==> src/hdl/init_sequencer.sv <==
`timescale 1ns/1ps

module init_sequencer (
    input  logic clk,
    input  logic rst,

    input  logic init,
    input  logic fm_done,
    input  logic weight_done,

    output logic load,
    output logic start,
    output logic update_en
);

    typedef enum logic [1:0] {
        st_idle,
        st_loading,
        st_ready
    } state_t;

    state_t state;
    logic   init_q;     // previous init for edge detect

    // updates only pass while nothing is loading
    assign update_en = (state == st_idle) && !init;

    always_ff @(posedge clk) begin
        if (rst) begin
            state  <= st_idle;
            init_q <= 1'b0;
            load   <= 1'b0;
            start  <= 1'b0;
        end else begin
            init_q <= init;
            load   <= 1'b0;
            case (state)
                st_idle: begin
                    if (init && !init_q) begin
                        load  <= 1'b1;
                        state <= st_loading;
                    end
                end
                st_loading: begin
                    if (!init) begin
                        state <= st_idle;           // aborted, no start
                    end else if (!load && fm_done && weight_done) begin
                        // done levels are stale while load is still high
                        start <= 1'b1;
                        state <= st_ready;
                    end
                end
                st_ready: begin
                    if (!init) begin
                        start <= 1'b0;
                        state <= st_idle;
                    end
                end
                default: state <= st_idle;
            endcase
        end
    end

endmodule

==> config.mk <==
export PLATFORM = sky130hd
export DESIGN_NAME = init_sequencer
export DESIGN_NICKNAME = d
export VERILOG_FILES = /design/src/hdl/init_sequencer.sv
export SDC_FILE = /design/constraint.sdc
export NUM_CORES = 1
export LEC_CHECK = 0
export ABC_AREA = 1
export ABC_CLOCK_PERIOD_IN_PS = 1000
export BUFFER_PORTS_ARGS = -buffer_cell sky130_fd_sc_hd__buf_4
export CAP_MARGIN = 10
export CORE_AREA = 2 2 39 41
export CTS_BUF_LIST = sky130_fd_sc_hd__clkbuf_4
export DETAILED_ROUTE_END_ITERATION = 10
export DIE_AREA = 0 0 41 43
export HOLD_SLACK_MARGIN = 0.02
export PLACE_DENSITY_LB_ADDON = 0.2
export SYNTH_ARGS = -nofsm -noshare
export SYNTH_HDL_FRONTEND = slang
export SYNTH_SLANG_ARGS = --single-unit
export TNS_END_PERCENT = 5
==> constraint.sdc <==
create_clock -name clk -period 1 [get_ports clk]
set_input_delay 0.05 -clock clk [delete_from_list [all_inputs] [get_ports clk]]
set_output_delay 0.05 -clock clk [all_outputs]
set_load 0.01 [all_outputs]
After elaboration in Yosys (flattened, before gate mapping) --
Cells that the tools add are included.
Storage, ports and cells: register bits 5, bits in latches 0, RAM bits 0, memory bits (read-only) 0, input port bits 5, output and inout port bits 3, logic and storage cells 34, memories kept 0
Operators by class: $add $sub $neg 0, $mul 0, divide/modulo/power cells 0, $lt $le $gt $ge 0, equal/unequal tests 7, shift operators 0, mux-type cells 10, bitwise operators 1, reduce and logical (&&, ||, !) cells 12
Operators by type and width (count):
- $mux W2 | 4
- $ne A2 B2 Y1 const B | 3
- $pmux W2 S3 | 1
- $logic_and A1 B1 Y1 | 4
- $mux W1 | 4
- $reduce_and A4 Y1 | 1
- $logic_not A1 Y1 | 3
- $ne A3 B3 Y1 const B | 1
- $reduce_and A3 Y1 | 1
- $eq A2 B1 Y1 const B | 1
- $eq A2 B2 Y1 const B | 1
- $logic_not A2 Y1 | 1
- $ne A2 B1 Y1 const B | 1
- $pmux W1 S2 | 1
- $reduce_bool A2 Y1 | 1
- $reduce_or A2 Y1 | 1
- $not A1 Y1 | 1

Depth between registers and ports, before layout --
depth after elaboration 6, mapped depth 4, gate-level depth less buffers 4

Worst setup path after synthesis --
No wires, ideal clock.
path type register to register, from register state[0], to register start, library setup time 0.066 ns, arrival time 0.688 ns, required time 0.934 ns, path slack 0.246 ns, cell stages (with the launch flop) 5, buffers on the path 0, period minus slack after synthesis 0.754 ns, path through dfxtp_1 -> nand2_1 -> nor2_2 -> nand2_2 -> a21oi_2
Between the ends: word-level cells in the longest chain between the ends 3, elaborated cells on any way between the ends 8, classes of those cells eq/ne: 5; mux: 1; reduce/logical: 2
RTL lines:
- from (decl) | RTL line 22 | state_t state;
- from (signal assigned) | RTL line 30 | state <= st_idle;
- from (signal assigned) | RTL line 41 | state <= st_loading;
- from (signal assigned) | RTL line 46 | state <= st_idle;
- $eq A2 B1 Y1 or $eq A2 B2 Y1 (tied branches) | RTL line 37 | case (state)
- $ne A2 B2 Y1 (no source line) or $reduce_bool A2 Y1 (tied branches)
- $reduce_and A4 Y1 (no source line)
- to (signal assigned) | RTL line 33 | start <= 1'b0;
- to (signal assigned) | RTL line 49 | start <= 1'b1;
- to (signal assigned) | RTL line 55 | start <= 1'b0;
- to (decl) | RTL line 12 | output logic start,
Several ways; a longest one is shown, not always the timed one. A chain may end at the register's enable or synchronous reset.

Worst setup path in the final report --
from register state[0], to output update_en
Between the ends: word-level cells in the longest chain between the ends 2
RTL lines:
- $logic_not A2 Y1 | RTL line 26 | assign update_en = (state == st_idle) && !init;
- $logic_and A1 B1 Y1 | RTL line 26
- to (decl) | RTL line 13 | output logic update_en
Every way passes these cells.

==> key figures <==
Pwr
  • Internal Power: 417 uW
  • Switching share of total power: 0.213
  • Combinational power share: 0.110
  • Pwr dens: 1640 nW/um^2
  • Sequential group share of total power: 0.405
  • Leak: 0.000140 uW
  • VDD IR max: 0.000677 V
  • Switching power: 113 uW
  • Clock share of power: 0.484

Route
  • First-pass detailed-route iteration total: 2
  • DRT iter0 DRCs: 8
  • Residual DRC count: 0
  • WL met2: 189 microns
  • WL met1: 190 microns
  • Wire length on met3: 39 microns
  • Final ANT Viol Nets: 0
  • DR WL/cell: 7.80 microns
  • Number of vias per cell: 3.87
  • Vias after detailed routing: 213
  • WL final: 429 microns
  • Highest metal used: met4

Final layout
  • Fin nets: 45
  • Synth-to-layout area growth: 58.3%
  • Layout cells sized above 1: 0.436
  • Diodes inserted: 0

Placed design
  • Gpl congestion: 0.714
  • Dpl hpwl: 346 microns
  • Count of input and output buffers: 7

CTS
  • CTS tree: built
  • Clock transition at the registers of the reported paths: 0.04 ns
  • Clock sink count: 5
  • CTS max path bufs: 2
  • H-tree levels: 1
  • Worst skew pair latency: 0.24 ns
  • CTS Buf Count: 3
  • Setup bufs post-CTS: 0
  • Clk root buf: clkbuf_4

STA
  • WHS: 0.0768 ns
  • Unrepaired setup endpoints after global routing: no
  • Final Skew: 0.00415 ns
  • Post-route minimum period: 0.924 ns
  • Setup TNS: 0 ns
  • Max Clk Rate: 1080 MHz
  • Worst-Margin Slew: 0.134 ns
  • Final period util: 0.924
  • Final setup violation count: 0
  • Slew Limit Headroom: 0.911
  • Hold Fails Final Rpt: 0
  • Final count of pins violating max slew: 0

Critical path
  • CP Max Fanout: 4
  • Critical path startpoint category: flip-flop
  • Worst stage delay on the critical path: 0.33 ns
  • Slowest CP cell: dfxtp_1
  • WP data required: 0.95 ns
  • Crit-path cells: nor3_2, buf_4
  • Kind of end point of the critical path: output port
  • WP data arrival: 0.87 ns
  • Register-to-Register Path Depth: 4
  • Critical path class: reg -> out

GRT
  • GRT Total Usage: 0.0693
  • Largest net degree at the start of global routing: 6
  • Initial antenna violation count: 0
  • Gr ovfl total: 0
  • Vias in the first global route: 200
  • First-pass GRT wire length: 731 microns

Run status
  • Run status: complete, no violations

Die
  • Row count: 14
  • Starting Density: 0.147
  • Io pins: 8
  • Core outline area: 1380 sq um
  • Horiz. Die Dim: 41 microns
  • Full die area: 1760 sq um
  • DIE HEIGHT: 43 microns

Synthesis
  • Share of the yosys chip area belonging to registers: 0.491
  • Syn Area/Cell: 7.55 sq um
  • Mapped cell area: 204 sq um
  • Largest cells by area after synthesis: dfxtp_1, nand2_1, nor2_1
  • Post-synth top area share: 0.491
  • Top cell type by total area after synthesis: dfxtp_1
  • Synth unique cells: 10
  • Mapped Cells: 27
  • Post-Syn Nets: 32
  • Ys Warns: 0
  • Synth Register Bits: 5

Min path
  • Worst Hold Path Cells: 3
  • Worst Hold Class: in -> reg

Job
  • Max Cap Viol: 0
## state kept, by name, summed over array words and instances (netlist names)
register	count
init_q	1
load	1
start	1
state	2
## cell usage after synthesis
| cell | instances |
|---|---|
| a21oi_1 | 1 |
| a21oi_2 | 2 |
| dfxtp_1 | 5 |
| inv_1 | 3 |
| nand2_1 | 5 |
| nand2_2 | 1 |
| nand3_1 | 3 |
| nor2_1 | 5 |
| nor2_2 | 1 |
| nor3_1 | 1 |
## cell families after synthesis
group	Yosys count	share of synthesized area
and+or+nand+nor	16	0.344
DFF	5	0.491
AOI/OAI and AO/OA	3	0.110
buffers and inverters	3	0.0552
## cell usage in the layout (no fill, tap or decap), drive strengths merged
master,count
a21oi,3
buf,7
clkbuf,4
dfxtp,5
dlygate4sd3,1
inv,3
nand2,6
nand3,3
nor2,6
nor3,1
## critical path: cells and delay by family, from the launching register on
family	cells	cell delay, ns
simple gates	1	0.17
buf+inv	1	0.14
flops	1	0.33
## what timing repair did
item / CTS / global route
gates resized for setup: 0 / 2
hold buffers: 1 / 0
hold endpoints to repair: 5 / 0
setup endpoints to repair: 0 / 1
## worst paths after layout
check        startpoint         to  slack (ns)
max            state[0]  update_en        0.08
min                init     init_q        0.08
max reg2reg    state[0]      start        0.16
min reg2reg       start      start        0.47
## per-stage QoR
| stage | std cells | power, uW | utilization | area [sq um] | worst slack, ns |
|---|---|---|---|---|---|
| 6_report | 55 | 530 | 0.233 | 323 | 0.0759 |
| 5_1_grt | 55 | 572 | 0.233 | 323 | 0.0134 |
| 4_1_cts | 55 | 541 | 0.229 | 317 | 0.00769 |
| 3_5_place_dp | 50 | 272 | 0.200 | 277 | 0.190 |
| 3_3_place_gp | 50 | 272 | 0.200 | 277 | 0.175 |
| 2_1_floorplan | 27 | 242 | - | 204 | 0.246 |
## power by group through the flow
| stage | Combinational [uW] | Clock, uW | Sequential [uW] |
|---|---|---|---|
| 3_5_place_dp | 54.3 | 0 | 218 |
| 5_1_grt | 64.3 | 292 | 216 |
| 6_report | 58.4 | 257 | 215 |
| 2_1_floorplan | 23.1 | 0 | 219 |
| 4_1_cts | 57.6 | 269 | 214 |
| 3_3_place_gp | 54.6 | 0 | 218 |
## area by class of cell
cell class | instances | area (sq um)
Multi-Input combinational cell | 19 | 97.6
Timing Repair Buffer | 8 | 62.6
Tap cell | 16 | 20.0
Sequential cell | 5 | 101
Fill cell | 156 | 1060
Clock buffer | 4 | 30.0
Inverter | 3 | 11.3
## layer usage
metal,global-route usage,vias up
li1,-,108
met1,0.0710,95
met2,0.0813,7
met3,0.0628,3
met4,0.0600,0
met5,0,-
(Power assumes the default switching activity.)
