**src/hdl/cnn_init_pkg.sv**
```systemverilog
package cnn_init_pkg;

    ////////////////////
    // geometry

    parameter int data_width = 16;      // one fp16 element
    parameter int para_x = 4;
    parameter int para_y = 4;
    parameter int kernel_size_max = 3;
    parameter int para_kernel = 2;      // kernels loaded side by side

    parameter int fm_init_words = 18;
    parameter int fm_ram_depth = 32;
    parameter int weight_ram_depth = 32;
    parameter int weight_ram_half = weight_ram_depth / 2;

    ////////////////////
    // word types

    typedef logic [data_width-1:0] elem_t;

    // one tile of para_x by para_y elements
    typedef logic [para_x*para_y*data_width-1:0] fm_word_t;

    // full kernel window for each parallel kernel
    typedef logic [kernel_size_max*kernel_size_max*para_kernel*data_width-1:0] weight_word_t;

    typedef logic [$clog2(fm_ram_depth)-1:0] fm_addr_t;
    typedef logic [$clog2(weight_ram_depth)-1:0] weight_addr_t;

endpackage

```
**src/hdl/fm_init_writer.sv**
```systemverilog
`timescale 1ns/1ps

module fm_init_writer #(
    parameter int WORDS = cnn_init_pkg::fm_init_words
) (
    input  logic                  clk,
    input  logic                  rst,

    input  logic                  load,
    input  logic                  init,
    input  cnn_init_pkg::elem_t   fill,

    output logic                  wr_strobe,
    output cnn_init_pkg::fm_addr_t wr_addr,
    output cnn_init_pkg::fm_word_t wr_data,
    input  logic                  wr_ready,

    output logic                  done
);

    localparam int fm_elems = cnn_init_pkg::para_x * cnn_init_pkg::para_y;

    typedef enum logic [1:0] {
        st_idle,
        st_write,
        st_wait_ready
    } state_t;

    state_t state;
    logic   last_word;

    assign last_word = (wr_addr == cnn_init_pkg::fm_addr_t'(WORDS - 1));

    ////////////////////
    // address walk

    always_ff @(posedge clk) begin
        if (rst) begin
            state     <= st_idle;
            wr_strobe <= 1'b0;
            wr_addr   <= '0;
            done      <= 1'b0;
        end else if (load) begin
            // restart from word 0, first strobe next cycle
            state     <= st_write;
            wr_strobe <= 1'b0;
            wr_addr   <= '0;
            done      <= 1'b0;
        end else begin
            case (state)
                st_write: begin
                    if (!init) begin
                        state <= st_idle;   // init dropped, stop here
                    end else begin
                        wr_strobe <= 1'b1;
                        state     <= st_wait_ready;
                    end
                end
                st_wait_ready: begin
                    if (wr_ready) begin
                        wr_strobe <= 1'b0;
                        if (last_word) begin
                            done  <= 1'b1;
                            state <= st_idle;
                        end else begin
                            wr_addr <= wr_addr + 1'b1;
                            state   <= st_write;  // one low cycle between strobes
                        end
                    end
                end
                default: state <= st_idle;
            endcase
        end
    end

    // fill value across the whole tile
    always_ff @(posedge clk) begin
        if (state == st_write) begin
            wr_data <= {fm_elems{fill}};
        end
    end

endmodule

```
**config.mk**
```make
export PLATFORM = sky130hd
export DESIGN_NAME = fm_init_writer
export DESIGN_NICKNAME = d
export VERILOG_FILES = /design/src/hdl/cnn_init_pkg.sv /design/src/hdl/fm_init_writer.sv
export SDC_FILE = /design/constraint.sdc
export NUM_CORES = 1
export LEC_CHECK = 0
export BUFFER_PORTS_ARGS = -buffer_cell sky130_fd_sc_hd__buf_2
export CORE_AREA = 2 2 110 112
export DETAILED_ROUTE_END_ITERATION = 10
export DIE_AREA = 0 0 112 114
export PLACE_DENSITY_LB_ADDON = 0.15
export SLEW_MARGIN = 10
export SYNTH_ARGS = -nofsm -noshare
export SYNTH_HDL_FRONTEND = slang
export SYNTH_SLANG_ARGS = --single-unit
```
**constraint.sdc**
```tcl
create_clock -name clk -period 3 [get_ports clk]
set_input_delay 0.15 -clock clk [delete_from_list [all_inputs] [get_ports clk]]
set_output_delay 0.15 -clock clk [all_outputs]
set_load 0.03 [all_outputs]
```
### Yosys cells after proc, flatten, opt, wreduce, memory -nomap -nowiden

Cells that the tools add are included.
Widths: inputs -> output; s select.

* bits in registers: 265
* input port bits: 21
* logic and storage cells: 27

* add/sub/neg operators: 1
* equal/unequal tests: 6
* muxes and demuxes: 8
* bitwise operators: 1
* reductions and logical operators: 5

Operators by type and width (count)
* $reduce_and 3->1: 3
* $add 5x1->5 const B: 1
* $eq 5x5->1 const B: 1
* $mux 1: 4
* $mux 2: 2
* $ne 2x2->1 const B: 2
* $pmux 2 s2: 1
* $ne 3x3->1 const B: 1
* $eq 2x1->1 const B: 1
* $eq 2x2->1 const B: 1
* $pmux 1 s2: 1
* $reduce_bool 2->1: 1
* $reduce_or 2->1: 1
* $not 1->1: 1

### Logic depth before layout (Yosys ltp)

* depth in word-level cells: 5
* depth in mapped cells: 5
* depth with buffers taken out: 5

### Least setup slack after synthesis

Ideal clock, no wire load.

* path type: reg-to-reg
* from: register wr_addr[1]
* to: register wr_addr[0]
* setup time: 0.070 ns
* arrival: 1.464 ns
* data required time: 2.930 ns
* setup slack: 1.467 ns
* stages on the path, launching flop included: 6
* path buffers: 0
* clock period less this slack: 1.533 ns
* cells stage by stage: dfxtp_1 > inv_1 > ha_1 > and4bb_4 > or3_1 > a21oi_1

* longest elaborated chain between the ends: 3

RTL lines
* from (decl): RTL line fm_init_writer.sv:14 `output cnn_init_pkg::fm_addr_t wr_addr,`
* from (signal assigned): RTL line fm_init_writer.sv:66 `wr_addr <= wr_addr + 1'b1;`
* $eq 5x5->1: RTL line fm_init_writer.sv:32 `assign last_word = (wr_addr == cnn_init_pkg::fm_addr_t'(WORDS - 1));`
* $not 1->1 (no line)
* $reduce_and 3->1 (no line)

No other way between the ends.
A chain may end at the register's enable or synchronous reset.

### Worst setup path after layout

* from: register state[1]
* to: register state[1]

* longest elaborated chain between the ends: 2

RTL lines
* from (decl): RTL line fm_init_writer.sv:29 `state_t state;`
* from (signal assigned): RTL line fm_init_writer.sv:39 `state <= st_idle;`
* from (signal assigned): RTL line fm_init_writer.sv:45 `state <= st_write;`
* from (signal assigned): RTL line fm_init_writer.sv:53 `state <= st_idle;`
* $eq 2x2->1 or $eq 2x1->1 (tied branches): RTL line fm_init_writer.sv:50 `case (state)`
* $pmux 2 s2 or $ne 2x2->1 (tied branches)

Several ways; a longest one is shown, not always the timed one.

==> metrics.cfg <==
[timing]
fmax_mhz=562
setup_violations=0
slew-limit-headroom_pct=36.4
rsz0062_at_grt=no
skew_ns=0.00867
period_share_pct=59.3
tightest_slew_ns=0.954
fin_crit_ns=1.78
timing.setup.tns_ns=0
drv_slew=0
hold_violations=0

[yosys]
ys_ff_latch=25
ys_warn_count=0
synth.net_count=337
syn-cell-area_um2=2750
synth_compound_area_share_pct=3.18
synth_top_family_by_area=buffers and inverters
synth_adder_area_share_pct=1.82
avgSynthCellArea_um2=8.82
yosys.area_share.simple_pct=4.96
synth-xor-area-share_pct=0
synth_seq_area_share_pct=24.0
synth_cell_types=22
synthCells=312
synth_mux_area_share_pct=0

[drt]
drt-wirelength-per-cell_um=9.75
first_iter_violations=12
postRouteWirelength_um=4920
first_pass_iters=4
avgViaCountPerCell=3.26
vias=1647
ant_nets=0
drc=0

[layout]
final_cell_area_um2=2630
layout.nets=384
area_delta_synth_final_pct=-4.41
diodes=0
instances_no_fill=505
fillers=1308
layout-drive-gt1-share_pct=80.7

[placement]
io_buffers=283
place_inst=501
place_hpwl_um=3910
gp_congestion=0.623
place_area_um2=2550

[clock_tree]
post_cts_buffers=0
post_cts_resized=0
holdBufCountCts=0
cts_buffer_depth=2
ctsHtreeMaxLevel=1
root_buffer=clkbuf_16
cts_buffers=3
cts_tree=done
cts.sinks=25
path_clk_slew_ns=0.08
clkLatencyLatePin_ns=0.27

[worst_setup_path]
path_delay_family=adder cells
worstSetupPathType=reg -> reg
crit_buf_inv=1
cp-end-kind=flop
rrSetupSlack_ns=1.22
critPathArrivalTime_ns=1.98
cp_slowest_cell=ha_1
crit_path_start_kind=flop
cpPeakStageDelay_ns=0.78
crit_chain=inv_1 -> ha_1 -> nand2_1 -> or3_1 -> a21oi_1
critPathRequiredTime_ns=3.20
crit_fanout=19

[global_routing]
grt_pass1_wl_um=6060
grt_pass1_vias=1088
grt_max_degree=20
overflow=0
antenna_found_initial=0
grt_usage_pct=5.97

[floorplanning]
start_util_pct=23.5
core_area_um2=11700
fp-row-count=40
die_h_um=114
top_level_ports=284
dieArea_um2=12800
fp.dieW_um=112

[hold_path]
min_path_type=in -> reg

[pwr]
power_density_nw_per_um2=445
vdd_drop_max_mv=0.218
leakage_nw=1.47

[flow_run]
drv_cap=0

[outcome]
status=complete, no violations

==> final cells by class <==
class	count	area (um^2)	area share, %
inverter	3	11.3	0.428
clock inverter	1	8.76	0.333
tap	147	184	6.99
clock buffer	3	75.1	2.85
multi-input combinational	43	274	10.4
timing repair buffer	283	1420	53.9
sequential	25	661	25.1
==> cell usage after synthesis <==
cell type | count | area, um^2
and2_1 | 1 | 6.26
nor2b_1 | 1 | 6.26
nor2_1 | 4 | 15.0
a211oi_1 | 1 | 7.51
inv_1 | 3 | 11.3
clkbuf_1 | 1 | 3.75
nand2b_1 | 1 | 6.26
nand2_1 | 5 | 18.8
dfxtp_1 | 9 | 180
o21ai_0 | 3 | 15.0
and4bb_4 | 1 | 16.3
edfxtp_1 | 16 | 480
a21oi_1 | 10 | 50.1
nand4b_1 | 1 | 8.76
nand4bb_1 | 1 | 11.3
o21a_1 | 1 | 7.51
nand3_1 | 2 | 10.0
or2_2 | 1 | 6.26
a21boi_0 | 1 | 7.51
or3_1 | 5 | 31.3
ha_1 | 4 | 50.1
buf_4 | 240 | 1800
==> stage by stage <==
| stage | hold WS (ns) | utilization [%] | setup slack [ns] | power, mW |
|---|---|---|---|---|
| 2_1_floorplan | 0.219 | - | 1.47 | 0.889 |
| 3_3_place_gp | 0.329 | 21.7 | 1.18 | 0.859 |
| 3_5_place_dp | 0.329 | 21.7 | 1.15 | 0.857 |
| 4_1_cts | 0.0423 | 22.5 | 1.10 | 1.20 |
| 5_1_grt | 0.0406 | 22.5 | 0.911 | 1.22 |
| 6_report | 0.0505 | 22.5 | 1.22 | 1.17 |
==> flip-flops by register name (all words and copies together), names as in the netlist <==
register and flops:
state 2, done 1, wr_addr 5, wr_strobe 1, wr_data 16
==> cells by family after synthesis <==
| logic type | after synthesis |
|---|---|
| flip-flops | 25 |
| AND/OR/NAND/NOR | 23 |
| AO/OA/AOI/OAI | 16 |
| adder cells (fa/ha/maj) | 4 |
| buffers and inverters | 244 |
==> power by group <==
part | switching [mW] | total, mW | internal (mW) | leakage, nW
Combinational | 0.338 | 0.438 | 0.100 | 1.21
Clock | 0.141 | 0.326 | 0.185 | 0.0415
Sequential | 0.0268 | 0.406 | 0.379 | 0.223
Total | 0.505 | 1.17 | 0.664 | 1.47
==> metal layers <==
layer / vias up / wire length (um) / part of all wire (%) / global-route usage, %
met3: 0 / 490 / 10 / 2.28
met5: - / 0 / 0 / 0
met1: 699 / 1860 / 38 / 6.90
li1: 835 / - / - / -
met4: 0 / 0 / 0 / 0.732
met2: 113 / 2580 / 52 / 10.8
==> path summary, 6_finish.rpt <==
| kind | startpoint | to | cells after the start |
|---|---|---|---|
| setup / recovery | state[1] | state[1] | 5 |
| hold / removal | fill[12] | wr_data[252] | 1 |
| setup reg to reg | state[1] | state[1] | 5 |
| hold reg to reg | done | done | 2 |
==> placed cells by master, fill, tap and decap left out, types with 2 or more instances in the layout <==
cell type,count
buf_2,283
nor2_1,4
ha_1,4
nand2_1,5
a21oi_1,10
nand3_1,2
o21ai_0,3
dfxtp_1,9
or3_1,5
inv_1,3
clkbuf_16,3
edfxtp_1,16
(Power assumes the default switching activity.)
