[src/hdl/cnn_init_pkg.sv]
package cnn_init_pkg;

    ////////////////////
    // geometry

    parameter int data_width = 16;      // one fp16 element
    parameter int para_x = 4;
    parameter int para_y = 4;
    parameter int kernel_size_max = 3;
    parameter int para_kernel = 2;      // kernels loaded side by side

    parameter int fm_init_words = 18;
    parameter int fm_ram_depth = 32;
    parameter int weight_ram_depth = 32;
    parameter int weight_ram_half = weight_ram_depth / 2;

    ////////////////////
    // word types

    typedef logic [data_width-1:0] elem_t;

    // one tile of para_x by para_y elements
    typedef logic [para_x*para_y*data_width-1:0] fm_word_t;

    // full kernel window for each parallel kernel
    typedef logic [kernel_size_max*kernel_size_max*para_kernel*data_width-1:0] weight_word_t;

    typedef logic [$clog2(fm_ram_depth)-1:0] fm_addr_t;
    typedef logic [$clog2(weight_ram_depth)-1:0] weight_addr_t;

endpackage

[src/hdl/weight_init_writer.sv]
`timescale 1ns/1ps

module weight_init_writer (
    input  logic                        clk,
    input  logic                        rst,

    input  logic                        load,
    input  logic                        init,
    input  cnn_init_pkg::elem_t         fill,

    input  logic                        update_en,
    input  logic                        update_weight,
    input  cnn_init_pkg::weight_addr_t  update_addr,
    input  cnn_init_pkg::elem_t         update_fill,

    output logic                        wr_strobe,
    output cnn_init_pkg::weight_addr_t  wr_addr,
    output cnn_init_pkg::weight_word_t  wr_data,
    input  logic                        wr_ready,

    output logic                        done
);

    localparam int kernel_area = cnn_init_pkg::kernel_size_max * cnn_init_pkg::kernel_size_max;
    localparam int weight_elems = kernel_area * cnn_init_pkg::para_kernel;

    typedef enum logic [1:0] {
        st_idle,
        st_write,
        st_wait_ready
    } state_t;

    state_t                     state;
    logic [1:0]                 blk_idx;    // which kernel block
    logic                       updating;   // single update write in flight
    cnn_init_pkg::weight_addr_t blk_base;

    ////////////////////
    // kernel block bases

    always_comb begin
        case (blk_idx)
            2'd0: blk_base = '0;
            2'd1: blk_base = cnn_init_pkg::weight_addr_t'(kernel_area);
            2'd2: blk_base = cnn_init_pkg::weight_addr_t'(cnn_init_pkg::weight_ram_half);
            default: begin
                blk_base = cnn_init_pkg::weight_addr_t'(cnn_init_pkg::weight_ram_half
                                                        + kernel_area);
            end
        endcase
    end

    ////////////////////
    // control

    always_ff @(posedge clk) begin
        if (rst) begin
            state     <= st_idle;
            wr_strobe <= 1'b0;
            wr_addr   <= '0;
            blk_idx   <= '0;
            updating  <= 1'b0;
            done      <= 1'b0;
        end else if (load) begin
            state     <= st_write;
            wr_strobe <= 1'b0;
            blk_idx   <= '0;
            updating  <= 1'b0;
            done      <= 1'b0;
        end else begin
            case (state)
                st_idle: begin
                    // single word update, done level untouched
                    if (update_en && update_weight) begin
                        wr_addr   <= update_addr;
                        wr_strobe <= 1'b1;
                        updating  <= 1'b1;
                        state     <= st_wait_ready;
                    end
                end
                st_write: begin
                    if (!init) begin
                        state <= st_idle;
                    end else begin
                        wr_addr   <= blk_base;
                        wr_strobe <= 1'b1;
                        state     <= st_wait_ready;
                    end
                end
                st_wait_ready: begin
                    if (wr_ready) begin
                        wr_strobe <= 1'b0;
                        if (updating) begin
                            updating <= 1'b0;
                            state    <= st_idle;
                        end else if (blk_idx == 2'd3) begin
                            done  <= 1'b1;  // fourth block written
                            state <= st_idle;
                        end else begin
                            blk_idx <= blk_idx + 1'b1;
                            state   <= st_write;
                        end
                    end
                end
                default: state <= st_idle;
            endcase
        end
    end

    // payload, init fill or captured update fill
    always_ff @(posedge clk) begin
        if (state == st_write) begin
            wr_data <= {weight_elems{fill}};
        end else if (state == st_idle && update_en && update_weight) begin
            wr_data <= {weight_elems{update_fill}};
        end
    end

endmodule

[config.mk]
export PLATFORM = sky130hd
export DESIGN_NAME = weight_init_writer
export DESIGN_NICKNAME = d
export VERILOG_FILES = /design/src/hdl/cnn_init_pkg.sv /design/src/hdl/weight_init_writer.sv
export SDC_FILE = /design/constraint.sdc
export NUM_CORES = 1
export LEC_CHECK = 0
export ABC_AREA = 1
export BUFFER_PORTS_ARGS = -buffer_cell sky130_fd_sc_hd__buf_2
export CORE_AREA = 2 2 132 134
export CTS_CLUSTER_DIAMETER = 30
export DETAILED_ROUTE_END_ITERATION = 12
export DIE_AREA = 0 0 134 136
export PLACE_DENSITY = 0.47
export REMOVE_ABC_BUFFERS = 1
export SLEW_MARGIN = 20
export SYNTH_ARGS = -nofsm -noshare
export SYNTH_HDL_FRONTEND = slang
export SYNTH_SLANG_ARGS = --single-unit
[constraint.sdc]
create_clock -name clk -period 1.7 [get_ports clk]
set_input_delay 0.17 -clock clk [delete_from_list [all_inputs] [get_ports clk]]
set_output_delay 0.17 -clock clk [all_outputs]
set_load 0.1 [all_outputs]
### Yosys cells after proc, flatten, opt, wreduce, memory -nomap -nowiden

Cells that the tools add are included.

| cells by class | value |
|---|---|
| add/subtract/negate cells | 1 |
| equal/unequal tests | 10 |
| multiplexer cells | 18 |
| bitwise logic cells | 3 |
| reductions and logical operators | 17 |

Operators with widths:

| operator | number |
|---|---|
| 288-bit two-way mux | 2 |
| 4-bit AND reduction | 4 |
| 5-bit one-hot mux with 3 select lines | 1 |
| 5-bit two-way mux | 2 |
| 5-bit one-hot mux with 2 select lines | 1 |
| 2-bit == test, second input constant | 3 |
| 1-bit two-way mux | 6 |
| 2-bit two-way mux | 3 |
| 2-bit != test, second input constant | 3 |
| 3-bit != test, second input constant | 2 |
| 2-bit one-hot mux with 3 select lines | 1 |
| 2-bit nonzero test | 3 |
| 2-bit by 1-bit == test with 1-bit output, second input constant | 2 |
| 2-bit logical NOT | 2 |
| 2-bit AND reduction | 2 |
| 1-bit logical AND | 3 |
| 1-bit NOT | 3 |
| 1-bit one-hot mux with 3 select lines | 1 |
| 3-bit AND reduction | 1 |
| 3-bit nonzero test | 1 |
| 2-bit by 1-bit adder with 2-bit output, second input constant | 1 |
| 1-bit one-hot mux with 2 select lines | 1 |
| 2-bit OR reduction | 1 |

| word-level totals | value |
|---|---|
| flip-flop bits (word level) | 300 |
| input port bits | 44 |
| logic and storage cells | 57 |

### Depth between registers and ports, before layout

| logic depth | value |
|---|---|
| depth in word-level cells | 6 |
| depth in mapped cells | 7 |

### Least setup slack after synthesis

Ideal clock, no wire load.

| path | value |
|---|---|
| path kind | register -> output |
| start | register, netlist name wr_data[276] |
| end | output port wr_data[100] |
| data arrival time | 1,617 ps |
| data required time | 1,530 ps |
| slack | -87 ps |
| cell stages (with the launch flop) | 2 |
| path buffers | 1 |
| path through | edfxtp_1 buf_4 |

RTL lines:

| element | RTL line | RTL |
|---|---|---|
| end: declaration | weight_init_writer.sv:18 | `output cnn_init_pkg::weight_word_t wr_data,` |

==> results by group <==
Yosys
  – Dominant cells by area after synthesis: sky130_fd_sc_hd__buf_4 (61%), sky130_fd_sc_hd__edfxtp_1 (14%), sky130_fd_sc_hd__nand2_1 (8.4%), sky130_fd_sc_hd__dfxtp_1 (7.1%), sky130_fd_sc_hd__nor2_1 (2.9%)
  – Register area share after synthesis: 21.4%
  – Total standard cell area after synthesis: about 3400 um2
  – Yosys warns: 0
  – Register bit count reported by yosys: 28
  – Area share of the largest cell type after synthesis: between 60% and 70%
  – Average cell area after synthesis: 7.64 um2
  – Post-synth cell types: 19
  – Gate Count Post-Synth: 440
  – Cell type contributing the most total cell area after synthesis: sky130_fd_sc_hd__buf_4

Pwr
  – Sw frac: between 70% and 80%
  – Portion of total power attributed to sequential cells: approximately an eighth
  – Peak ir drop on the vdd network: about 1.2 mV
  – Proportion of power drawn by the clock network: around a tenth
  – Power per cell area: between 1500 and 2000 nW/um2
  – Power Internal: between 0.0015 and 0.002 W
  – Post-layout power: 0.00720 W
  – Lkg Pwr: around 2.3 nW
  – Net load switching power: around 0.0052 W
  – Combinational fraction of design power: between 70% and 80%

Global route
  – Global-route wire length before repair: approximately 11 mm
  – Antenna violations before repair: 1
  – Vias in the first global route: 1946
  – Pin count of the biggest net entering global routing: 19
  – Global-route usage over all layers: a little under 8%
  – Sum of overflow across all layers after global routing: 0

Timing
  – Post-Route Skew: around 0.0038 ns
  – Final Hold Viols: 0
  – Worst hold-check slack: about 0.087 ns
  – Total negative slack: 0 ns
  – Count of endpoints failing setup in the final report: 0
  – Final min period: 1.65 ns
  – RSZ-0062 raised after global routing: yes
  – Fin worst setup slack: ~0.045 ns
  – Final count of pins violating max slew: 0
  – Maximum clock frequency: about 600 MHz
  – Period utilization: just under 100%
  – Worst slew margin: between 60% and 70%
  – Worst-margin pin slew: between 0.5 and 0.6 ns

Routing
  – Via count normalized by instance count: ~3.2
  – Wire per inst: approximately 11 um
  – Via total after detailed routing: approximately 2400
  – Detail Route Antenna Nets: 0
  – Total wirelength of the detailed-routed design: approximately 8.2 mm
  – Number of search-and-repair iterations in the first detailed-routing pass: 4
  – Number of design-rule violations left by the first detailed-router iteration: 75
  – Number of remaining DRC errors: 0

Floorplanning
  – CORE AREA: around 17000 um2
  – Die boundary height: about 140 um
  – Standard-cell row count: between 40 and 50
  – Die area: 18200 um2
  – Count of boundary I/O pins: 339
  – Die Wd: 134 um
  – Initial cell density of the core: 19.9%

Setup path
  – CP endpoint kind: primary output
  – Crit path buf inv count: 1
  – Critical path peak fanout: 18
  – Critical path's top delay family: flip-flops
  – Crit path required time: about 1.5 ns
  – Category of the worst setup path launch point: register
  – Worst path max stage delay: about 0.68 ns
  – Cells along the critical path: buf_2
  – Classification of the worst setup path: register to primary output
  – Data arrival, critical path: 1.48 ns
  – Slowest cell on the critical path: sky130_fd_sc_hd__edfxtp_1

Place
  – Placement-stage worst setup slack: ~0.32 ns
  – Input/output buffers: around 340
  – Post-detail-place hpwl: between 6 and 7 mm
  – Cell Count Post-Placement: approximately 740
  – Placer Congestion: approximately 0.69

Clocking
  – CTS tree: done
  – Post-CTS setup buffer count: 0
  – Number of buffers on the longest clock path: 2
  – # resized after CTS: 0
  – Clock transition time at the flip-flop clock pins of the worst setup and hold paths: 0.08 ns
  – Clock latency on the worst-skew pair: between 0.2 and 0.3 ns
  – Clock tree root buffer cell: sky130_fd_sc_hd__clkbuf_16
  – Num Clock Sinks: 28
  – Number of CTS-inserted buffers: 3
  – Number of hold buffers added after CTS: 0
  – H-Tree Level Count: 1

Cells and area
  – P&R area growth vs syn: 21.8%
  – Share of layout cells above drive strength 1: between 60% and 70%
  – # diodes: 0
  – Fill cell instance count of the final layout: between 1500 and 2000
  – Count of placed standard cells in the final layout, fillers left out: roughly 740
  – Nets@finish: about 570

Worst hold path
  – Type of the worst min-delay path: input port to register

Flow run
  – Max-capacitance violation count: 0

Run status
  – Status: completed
-- stage by stage --
stage | area, um2 | util, %
after floorplan | 1300 | -
after global placement | 3990 | 23.6
after detailed placement | 3990 | 23.6
after CTS | 4100 | 24.3
after global routing | 4100 | 24.3
final | 4100 | 24.3
-- worst paths after layout --
check          startpoint            to  slack [ns]  depth (start not counted)
max          wr_data[282]  wr_data[106]        0.05                          1
max reg2reg      state[0]  wr_data[281]        0.37                          4
min reg2reg     wr_strobe     wr_strobe        0.46                          2
min                   rst      state[0]        0.09                          2
-- cells by family (layout without fill, tap and decap cells) --
| kind of cell | Yosys count | count (layout) | synth area share (%) |
|---|---|---|---|
| flops | 28 | 28 | 21.4 |
| simple gates | 110 | 110 | 13.2 |
| buf+inv | 293 | 370 | 63.3 |
| fa+ha+maj | 3 | 3 | 1.12 |
| compound gates | 6 | 6 | 0.930 |
-- cells in the final DEF, fill, tap and decap left out --
master,count
sky130_fd_sc_hd__a21oi_1,2
sky130_fd_sc_hd__a31oi_1,1
sky130_fd_sc_hd__buf_12,43
sky130_fd_sc_hd__buf_2,297
sky130_fd_sc_hd__buf_4,8
sky130_fd_sc_hd__bufinv_16,1
sky130_fd_sc_hd__clkbuf_16,3
sky130_fd_sc_hd__dfxtp_1,12
sky130_fd_sc_hd__edfxtp_1,16
sky130_fd_sc_hd__ha_1,3
sky130_fd_sc_hd__inv_1,17
sky130_fd_sc_hd__inv_2,1
sky130_fd_sc_hd__nand2_1,75
sky130_fd_sc_hd__nand2_2,2
sky130_fd_sc_hd__nand3_1,3
sky130_fd_sc_hd__nand3_4,1
sky130_fd_sc_hd__nand3b_1,1
sky130_fd_sc_hd__nand4_1,1
sky130_fd_sc_hd__nor2_1,26
sky130_fd_sc_hd__nor2_2,1
sky130_fd_sc_hd__o21ai_0,1
sky130_fd_sc_hd__o21ai_1,2
-- per-layer routing --
metal / GRT usage, % / vias to the layer above / wire (um)
li1: - / 1215 / -
met1: 8.76 / 1016 / 3170
met2: 13.5 / 137 / 4030
met3: 3.58 / 8 / 916
met4: 1.95 / 2 / 68
met5: 0 / - / 18
-- power groups by stage --
stage	registers (W)	clock network (W)	logic [W]
final	0.000889	0.000737	0.00557
after global placement	0.000902	0	0.00560
after detailed placement	0.000908	0	0.00560
after floorplan	0.00492	0	0.000117
after global routing	0.000910	0.000798	0.00569
after CTS	0.000893	0.000778	0.00560
-- cell usage after synthesis --
master                     number
sky130_fd_sc_hd__buf_4        274
sky130_fd_sc_hd__nand2_1       75
sky130_fd_sc_hd__nor2_1        26
sky130_fd_sc_hd__inv_1         17
sky130_fd_sc_hd__edfxtp_1      16
sky130_fd_sc_hd__dfxtp_1       12
sky130_fd_sc_hd__ha_1           3
sky130_fd_sc_hd__nand3_1        3
sky130_fd_sc_hd__a21oi_1        2
sky130_fd_sc_hd__nand2_2        2
sky130_fd_sc_hd__o21ai_1        2
sky130_fd_sc_hd__a31oi_1        1
sky130_fd_sc_hd__buf_2          1
sky130_fd_sc_hd__inv_2          1
sky130_fd_sc_hd__nand3_4        1
sky130_fd_sc_hd__nand3b_1       1
sky130_fd_sc_hd__nand4_1        1
sky130_fd_sc_hd__nor2_2         1
sky130_fd_sc_hd__o21ai_0        1
-- state kept, by name, indices dropped and copies added (netlist names) --
name	count
wr_data	16
wr_addr	5
blk_idx	2
state	2
done	1
updating	1
wr_strobe	1
-- layout make-up --
cell class	instances	area (um2)	share of cell area, %
Timing Repair Buffer	348	2410	58.8
Clock inverter	1	30.0	0.733
Sequential cell	28	721	17.6
Inverter	18	67.6	1.65
Tap cell	225	282	6.87
Multi-Input combinational cell	119	513	12.5
Clock buffer	3	75.1	1.83
-- worst register-to-register path: cells and delay by family, from the launching register on --
family / cells / cell delay [ns]
buffers and inverters: 1 / 0.26
flip-flops: 1 / 0.36
AND/OR/NAND/NOR: 3 / 0.40
No activity file was read; power rests on OpenSTA's default activity.
